$ cat config.mk
export PLATFORM = sky130hd
export DESIGN_NAME = commReadout
export DESIGN_NICKNAME = d
export VERILOG_FILES = /design/src/hw/commPkg.sv /design/src/hw/commRdIf.sv /design/src/hw/commReadout.sv /design/src/hw/rdSlotSequencer.sv /design/src/hw/uartTx.sv /design/src/hw/wordBuffer.sv
export SDC_FILE = /design/constraint.sdc
export NUM_CORES = 1
export LEC_CHECK = 0
export ABC_AREA = 0
export BUFFER_PORTS_ARGS = -buffer_cell sky130_fd_sc_hd__buf_2
export CORE_UTILIZATION = 35
export CTS_CLUSTER_DIAMETER = 150
export CTS_CLUSTER_SIZE = 12
export DETAILED_ROUTE_END_ITERATION = 10
export PLACE_DENSITY_LB_ADDON = 0.1
export SLEW_MARGIN = 10
export SYNTH_ARGS = -nofsm -noshare
export SYNTH_HDL_FRONTEND = slang
export SYNTH_SLANG_ARGS = --single-unit
export TNS_END_PERCENT = 1
$ cat constraint.sdc
create_clock -name clk -period 2.6 [get_ports clk]
set_input_delay 0.39 -clock clk [delete_from_list [all_inputs] [get_ports clk]]
set_output_delay 0.39 -clock clk [all_outputs]
set_load 0.01 [all_outputs]
$ cat src/hw/commPkg.sv
package commPkg;

	// Channel count and the number of bytes each channel reads per run
	localparam int CHANNELS = 5;
	localparam int WORDS = 18;

	localparam int ADR_W = 5;
	localparam int DATA_W = 8;
	localparam int CHAN_W = 3;

	// One read slot, in clock cycles, and where the read pulse sits inside it
	localparam int SLOT_CYCLES = 64;
	localparam int RD_START = 40;
	localparam int RD_LEN = 4;

	// Serial line is 8N1, start plus eight data plus stop
	localparam int BIT_CYCLES = 6;
	localparam int FRAME_BITS = 10;

	typedef logic [ADR_W-1:0] adrT;
	typedef logic [DATA_W-1:0] dataT;
	typedef logic [CHAN_W-1:0] chanT;

	// Counter types sized from the timing constants above
	typedef logic [$clog2(SLOT_CYCLES)-1:0] slotCntT;
	typedef logic [$clog2(BIT_CYCLES)-1:0] bitCntT;
	typedef logic [$clog2(FRAME_BITS)-1:0] bitIdxT;

endpackage

$ cat src/hw/commRdIf.sv
`timescale 1ns/1ps

interface commRdIf;
	import commPkg::*;

	// Read request from the sequencer
	logic rd;
	adrT adr;

	// Byte returned by the buffer, valid for one cycle
	dataT data;
	logic dataValid;

	modport seq (
		output rd,
		output adr
	);

	modport buffer (
		input rd,
		input adr,
		output data,
		output dataValid
	);

	modport tx (
		input data,
		input dataValid
	);

endinterface

$ cat src/hw/commReadout.sv
`timescale 1ns/1ps

module commReadout (
	input logic clk,
	input logic rst,
	input logic wrEn,
	input commPkg::chanT wrChan,
	input commPkg::adrT wrAdr,
	input commPkg::dataT wrData,
	input logic [commPkg::CHANNELS-1:0] strob,
	output logic [commPkg::CHANNELS-1:0] txd,
	output logic busy
);
	import commPkg::*;

	logic [CHANNELS-1:0] wrSel;
	logic [CHANNELS-1:0] doneVec;
	logic [CHANNELS-1:0] prevDoneVec;
	logic [CHANNELS-1:0] activeVec;

	// Channel 1 has no predecessor, every other one waits on the one below it
	assign prevDoneVec = {doneVec[CHANNELS-2:0], 1'b1};

	// Busy drops once every sequencer sits in IDLE or HOLD
	assign busy = |activeVec;

	for (genvar ch = 0; ch < CHANNELS; ch++) begin : chan
		commRdIf rdBus ();

		// wrChan counts from 0, the same as the strob and txd bit positions
		assign wrSel[ch] = wrEn && (wrChan == chanT'(ch));

		rdSlotSequencer sequencer (
			.clk(clk),
			.rst(rst),
			.strob(strob[ch]),
			.prevDone(prevDoneVec[ch]),
			.rdPort(rdBus),
			.done(doneVec[ch]),
			.active(activeVec[ch])
		);

		wordBuffer wordBuf (
			.clk(clk),
			.rst(rst),
			.wrEn(wrSel[ch]),
			.wrAdr(wrAdr),
			.wrData(wrData),
			.rdPort(rdBus)
		);

		uartTx transmitter (
			.clk(clk),
			.rst(rst),
			.rdPort(rdBus),
			.txd(txd[ch])
		);
	end

endmodule

$ cat src/hw/rdSlotSequencer.sv
`timescale 1ns/1ps

module rdSlotSequencer (
	input logic clk,
	input logic rst,
	input logic strob,
	input logic prevDone,
	commRdIf.seq rdPort,
	output logic done,
	output logic active
);
	import commPkg::*;

	typedef enum logic [2:0] {
		IDLE,
		WAITPREV,
		SLOT,
		STEP,
		HOLD
	} seqStateT;

	seqStateT state;
	logic [1:0] syncStr;
	logic strobSync;
	slotCntT slotCnt;
	adrT adrCnt;
	logic lastSlot;
	logic lastWord;
	logic inRdWindow;

	// The strobe arrives from the host side with no relation to clk
	always_ff @(posedge clk or negedge rst) begin
		if (!rst) begin
			syncStr <= '0;
		end else begin
			syncStr <= {syncStr[0], strob};
		end
	end

	assign strobSync = syncStr[1];

	assign lastSlot = (slotCnt == slotCntT'(SLOT_CYCLES - 1));
	assign lastWord = (adrCnt == adrT'(WORDS - 1));

	// Read pulse covers slot counts 40 to 43
	assign inRdWindow = (slotCnt >= slotCntT'(RD_START)) &&
		(slotCnt < slotCntT'(RD_START + RD_LEN));

	always_ff @(posedge clk or negedge rst) begin
		if (!rst) begin
			state <= IDLE;
			done <= 1'b0;
		end else begin
			done <= 1'b0;
			case (state)
				IDLE: begin
					if (strobSync) begin
						state <= WAITPREV;
					end
				end
				WAITPREV: begin
					// Channel 1 has prevDone tied high and leaves after one cycle
					if (prevDone) begin
						state <= SLOT;
					end
				end
				SLOT: begin
					if (lastSlot) begin
						state <= STEP;
					end
				end
				STEP: begin
					if (lastWord) begin
						done <= 1'b1;
						state <= HOLD;
					end else begin
						state <= SLOT;
					end
				end
				HOLD: begin
					// A strobe left high must drop before another run can start
					if (!strobSync) begin
						state <= IDLE;
					end
				end
				default: begin
					state <= IDLE;
				end
			endcase
		end
	end

	// Slot counter only runs in SLOT and is back at zero for every new word
	always_ff @(posedge clk or negedge rst) begin
		if (!rst) begin
			slotCnt <= '0;
		end else if (state == SLOT) begin
			if (lastSlot) begin
				slotCnt <= '0;
			end else begin
				slotCnt <= slotCnt + 1'b1;
			end
		end
	end

	// Address advances once per word in STEP, wraps to 0 after the last one
	always_ff @(posedge clk or negedge rst) begin
		if (!rst) begin
			adrCnt <= '0;
		end else if (state == STEP) begin
			if (lastWord) begin
				adrCnt <= '0;
			end else begin
				adrCnt <= adrCnt + 1'b1;
			end
		end
	end

	assign rdPort.rd = (state == SLOT) && inRdWindow;
	assign rdPort.adr = adrCnt;

	assign active = (state == WAITPREV) || (state == SLOT) || (state == STEP);

endmodule

$ cat src/hw/uartTx.sv
`timescale 1ns/1ps

module uartTx (
	input logic clk,
	input logic rst,
	commRdIf.tx rdPort,
	output logic txd
);
	import commPkg::*;

	// Data bits with the stop bit on top, start bit is driven directly
	logic [FRAME_BITS-2:0] shiftReg;
	bitCntT bitCnt;
	bitIdxT bitIdx;
	logic sending;
	logic bitEnd;
	logic frameEnd;
	logic startFrame;

	assign startFrame = !sending && rdPort.dataValid;
	assign bitEnd = sending && (bitCnt == bitCntT'(BIT_CYCLES - 1));
	assign frameEnd = bitEnd && (bitIdx == bitIdxT'(FRAME_BITS - 1));

	always_ff @(posedge clk or negedge rst) begin
		if (!rst) begin
			sending <= 1'b0;
			bitCnt <= '0;
			bitIdx <= '0;
			txd <= 1'b1;
		end else if (startFrame) begin
			// Start bit goes out on the cycle after dataValid
			sending <= 1'b1;
			bitCnt <= '0;
			bitIdx <= '0;
			txd <= 1'b0;
		end else if (bitEnd) begin
			bitCnt <= '0;
			if (frameEnd) begin
				sending <= 1'b0;
				txd <= 1'b1;
			end else begin
				bitIdx <= bitIdx + 1'b1;
				txd <= shiftReg[0];
			end
		end else if (sending) begin
			bitCnt <= bitCnt + 1'b1;
		end
	end

	// LSB first, ones shift in from the top so the line ends at idle level
	always_ff @(posedge clk) begin
		if (startFrame) begin
			shiftReg <= {1'b1, rdPort.data};
		end else if (bitEnd) begin
			shiftReg <= {1'b1, shiftReg[FRAME_BITS-2:1]};
		end
	end

endmodule

$ cat src/hw/wordBuffer.sv
`timescale 1ns/1ps

module wordBuffer (
	input logic clk,
	input logic rst,
	input logic wrEn,
	input commPkg::adrT wrAdr,
	input commPkg::dataT wrData,
	commRdIf.buffer rdPort
);
	import commPkg::*;

	dataT mem [WORDS];
	dataT dataReg;
	logic validReg;
	logic rdPrev;
	logic rdRise;

	// Writes to addresses past the last word are dropped
	always_ff @(posedge clk) begin
		if (wrEn && (wrAdr < adrT'(WORDS))) begin
			mem[wrAdr] <= wrData;
		end
	end

	// Only the first cycle of the 4-cycle read pulse fetches a byte
	assign rdRise = rdPort.rd && !rdPrev;

	always_ff @(posedge clk or negedge rst) begin
		if (!rst) begin
			rdPrev <= 1'b0;
			validReg <= 1'b0;
		end else begin
			rdPrev <= rdPort.rd;
			validReg <= rdRise;
		end
	end

	always_ff @(posedge clk) begin
		if (rdRise) begin
			dataReg <= mem[rdPort.adr];
		end
	end

	assign rdPort.data = dataReg;
	assign rdPort.dataValid = validReg;

endmodule

==> PnR_summary.wiki <==
{| class="wikitable"
! Metric !! Value
|-
| Run status || finished with violations
|-
| Violated checks || DRC
|-
| Wire length of the first global-routing pass || 133,300 um
|-
| Count of flip-flops with a built-in enable after synthesis || 800
|-
| Routed wire length on met2 || about 42,000 um
|-
| Number of sinks driven by the clock tree || between 900 and 1,000
|-
| Synthesized instance count || 2,201
|-
| Setup violators final || 0
|-
| Data required, critical path || 2.21 ns
|-
| Initial core utilization || 0.3542
|-
| Routed length per instance || between 20 and 25 um
|-
| Max incr delay on CP || around 0.45 ns
|-
| CP endpoint kind || output pin
|-
| Total power of the final layout || ~30,000 uW
|-
| CTS clock-pin slew for the worst setup and hold paths || ~0.060 ns
|-
| Yosys top cell by area || edfxtp_1
|-
| Launch instance of the worst min-delay path || wrData[0]
|-
| Core area || 0.1057 mm2
|-
| Area of the mapped netlist || around 0.037 mm2
|-
| 1st-iter DRT viols || 1,460
|-
| Post-synthesis sequential element count || 939
|-
| Post-route clock skew || ~0.021 ns
|-
| CP max-delay cell || dfrtp_1
|-
| Overall die area || between 0.1 and 0.15 mm2
|-
| Share of synthesized flip-flops with an asynchronous set or reset || 0.1480
|-
| Count of endpoints failing hold in the final timing report || 0
|-
| # DRC || 8
|-
| Post-DP HPWL || about 57,000 um
|-
| Count of nets after finishing || ~2,500
|-
| Top FF cell, synth || edfxtp_1
|-
| PwrDens || approximately 720 mW/mm2
|-
| Length of the first detailed-routing pass in iterations || 8
|-
| Final Max Tran Viols || 0
|-
| Maximum buffer depth of the clock tree || 3
|-
| Per-cell via count in the routed design || just over 5
|-
| Hold EP || chan[0].wordBuf.mem[0][0]
|-
| Count of maximum capacitance violations || 0
|-
| Crit Reg-Reg Endpoint || chan[4].wordBuf.rdPort.data[6]
|-
| Sequential fraction of the synthesis area || 0.7346
|-
| Number of distinct library cell variants in the gate-level netlist after synthesis || 63
|-
| RSZ-0062 raised after global routing || false
|-
| Worst Hold Path Cells || 1
|-
| Fmax || 404.0 MHz
|-
| Cell types occupying the most area after synthesis || edfxtp_1, dfrtp_1, mux4_2
|-
| Gate family responsible for the most delay along the worst path || flip-flops
|-
| Total number of H-tree levels || 3
|-
| Die Height || about 330 um
|-
| Minimum clock period || between 2 and 2.5 ns
|-
| Kind of path behind the tightest hold check || in2reg
|-
| Worst slew margin relative to its limit || 0.3987
|-
| CTS root buffer || clkbuf_16
|-
| Area added between synthesis and finish || 15.40%
|-
| Reg-to-reg setup timing slack || about 0.33 ns
|-
| Synthesized area per cell || between 15 and 20 um2
|-
| I/O pins || 30
|-
| TritonCTS clock tree || built
|-
| Crit path arrival time || about 2.1 ns
|-
| GRT Overall Usage || 0.1667
|-
| Detailed-routing wirelength on met1 || 42,130 um
|-
| Overall via count from detail_route || approximately 20,000
|-
| Initial antenna violation count || 5
|-
| Number of routed nets with antenna violations || 0
|-
| Final cell count without fillers || between 3,000 and 4,000
|-
| Share of the clock period used by the worst path || 0.9519
|-
| Number of synthesis warnings || 0
|-
| Area post-placement || around 0.041 mm2
|-
| Insertion delay to the later sink of the worst-skew pair || between 0.6 and 0.7 ns
|-
| Critical R2R Launch || chan[4].sequencer.rdPort.adr[0]
|-
| Chip width || approximately 330 um
|-
| CP max FO || 9
|-
| Total length of routed met3 wires || ~3700 um
|-
| Number of buffers created by CTS || a little under 90
|-
| Number of cells on the critical path || 4
|-
| CP Class || reg2out
|-
| Aggregate global routing overflow || 0
|-
| Worst IR Drop VDD || between 300 and 400 uV
|-
| Cell area after layout || 0.04321 mm2
|-
| Count of buffer and inverter cells on the critical path || 1
|-
| Post-detailed-routing wire length || slightly below 90,000 um
|-
| Summed negative setup slack over all endpoints || 0 ns
|-
| Post-Syn Nets || 2,265
|-
| Fraction of the core area covered by cells at the end of the flow || 0.4088
|-
| Tightest Pin Transition || between 0.9 and 1 ns
|-
| Static Leak || roughly 0.014 uW
|-
| Number of cell instances on the worst register-to-register path || 4
|-
| Chain of cells forming the critical path || nor2_1, o221a_2, o211ai_1, buf_2
|-
| Highest routing layer actually used || met5
|-
| Pin count of the biggest net entering global routing || between 90 and 100
|-
| Ratio of cells with drive above 1 in the final layout || 0.1921
|-
| Number of placed instances, taps included || around 3,700
|-
| Type of origin of the critical path || register
|-
| GPL Wtd Cong || 0.7701
|-
| Placement row count || approximately 120
|-
| IO Port Bufs || 29
|-
| Share of the synthesized area in the top cell type || 0.6415
|-
| Vias in the first global route || about 20,000
|}
cells in the mapped netlist (all sizes together) (17+ instances only):
library cell and number:
a21oi 20, xnor2 17, clkbuf 51, dfrtp 134, a211oi 24, o21ai 44, inv 37, edfxtp 800
nor2 162, nor2b 21, nand2 203, mux4 129, a22oi 63, mux2 27, o22ai 39, mux2i 109
buf 59, ha 40, nand3 33, nand3b 17
layer usage:
layer  up-vias  track usage
li1       8978            -
met1     10196       0.2401
met2       352       0.2664
met3        87      0.02475
met4         2      0.03865
met5         -            0
cells in the final DEF, fill, tap and decap left out, types with 21 or more instances in the layout:
master	n
a22oi_1	63
nor2b_1	21
edfxtp_1	800
nand2_1	203
inv_1	36
mux2_2	27
mux4_1	23
a211oi_1	24
ha_1	40
clkbuf_16	92
clkbuf_1	70
nand3_1	33
mux2i_1	109
o22ai_1	39
buf_4	180
dfrtp_1	128
mux4_2	106
nor2_1	162
o21ai_0	36
worst reg2reg max path, stage by stage (launching register included):
cell and delay (ns):
dfrtp_2 0.53, mux4_1 0.63, mux2_2 0.30, a22oi_1 0.40
o21ai_1 0.14
metrics by stage:
stage | hold slack (ns) | setup WS (ns)
5_1_grt | 0.1201 | 0.06366
4_1_cts | 0.1031 | 0.04592
2_1_floorplan | 0.09441 | 0.4384
3_5_place_dp | 0.3364 | 0.3271
3_3_place_gp | 0.3347 | 0.3365
6_report | 0.1461 | 0.1251
power by group:
part / leakage, uW / switching, uW / internal, uW
combinational: 0.00430 / 1140 / 917
sequential: 0.00896 / 205 / 16500
clock: 0.00123 / 5480 / 6630
worst max-delay path by stage:
stage / to / from
3_5_place_dp: chan[4].wordBuf.rdPort.data[3] / chan[4].sequencer.rdPort.adr[0]
3_3_place_gp: chan[2].wordBuf.mem[8][3] / wrAdr[1]
5_1_grt: busy / chan[2].sequencer.state[0]
2_1_floorplan: chan[1].wordBuf.rdPort.data[0] / chan[1].sequencer.state[0]
4_1_cts: busy / chan[4].sequencer.state[1]
6_report: busy / chan[4].sequencer.state[1]
sequential cells by signal, summed over array words and instances (netlist names), 10 cells and up:
register                   flops
chan.wordBuf.mem             720
chan.transmitter.shiftReg     40
chan.wordBuf.rdPort.data      40
chan.sequencer.slotCnt        30
chan.sequencer.rdPort.adr     25
chan.transmitter.bitIdx       20
chan.sequencer.state          15
chan.transmitter.bitCnt       15
chan.sequencer.syncStr        10
kinds of logic after synthesis:
kind of cell | synth area share
flip-flops | 0.7346
multiplexers | 0.1171
adder cells (fa/ha/maj) | 0.01337
buffers and inverters | 0.01751
AND/OR/NAND/NOR | 0.06596
AO/OA/AOI/OAI | 0.04441
XOR/XNOR | 0.007017
layout make-up:
cell class              count  area, um2
diodes                      4      10.01
clock buffers             162       2565
clock inverters             3      36.28
fillers                  9524      62500
inverters                  37      138.9
multi-input cells        1115       9283
flip-flops and latches    939      27520
well taps                1391       1740
repair buffers            227       1923
what timing repair did:
| item | 4_1_cts | 5_1_grt |
|---|---|---|
| endpoints found under the hold margin | 54 | 0 |
| hold buffers | 6 | 0 |
| buffers inserted | 0 | 0 |
| gates resized for setup | 0 | 0 |
No activity file was read; power rests on OpenSTA's default activity.
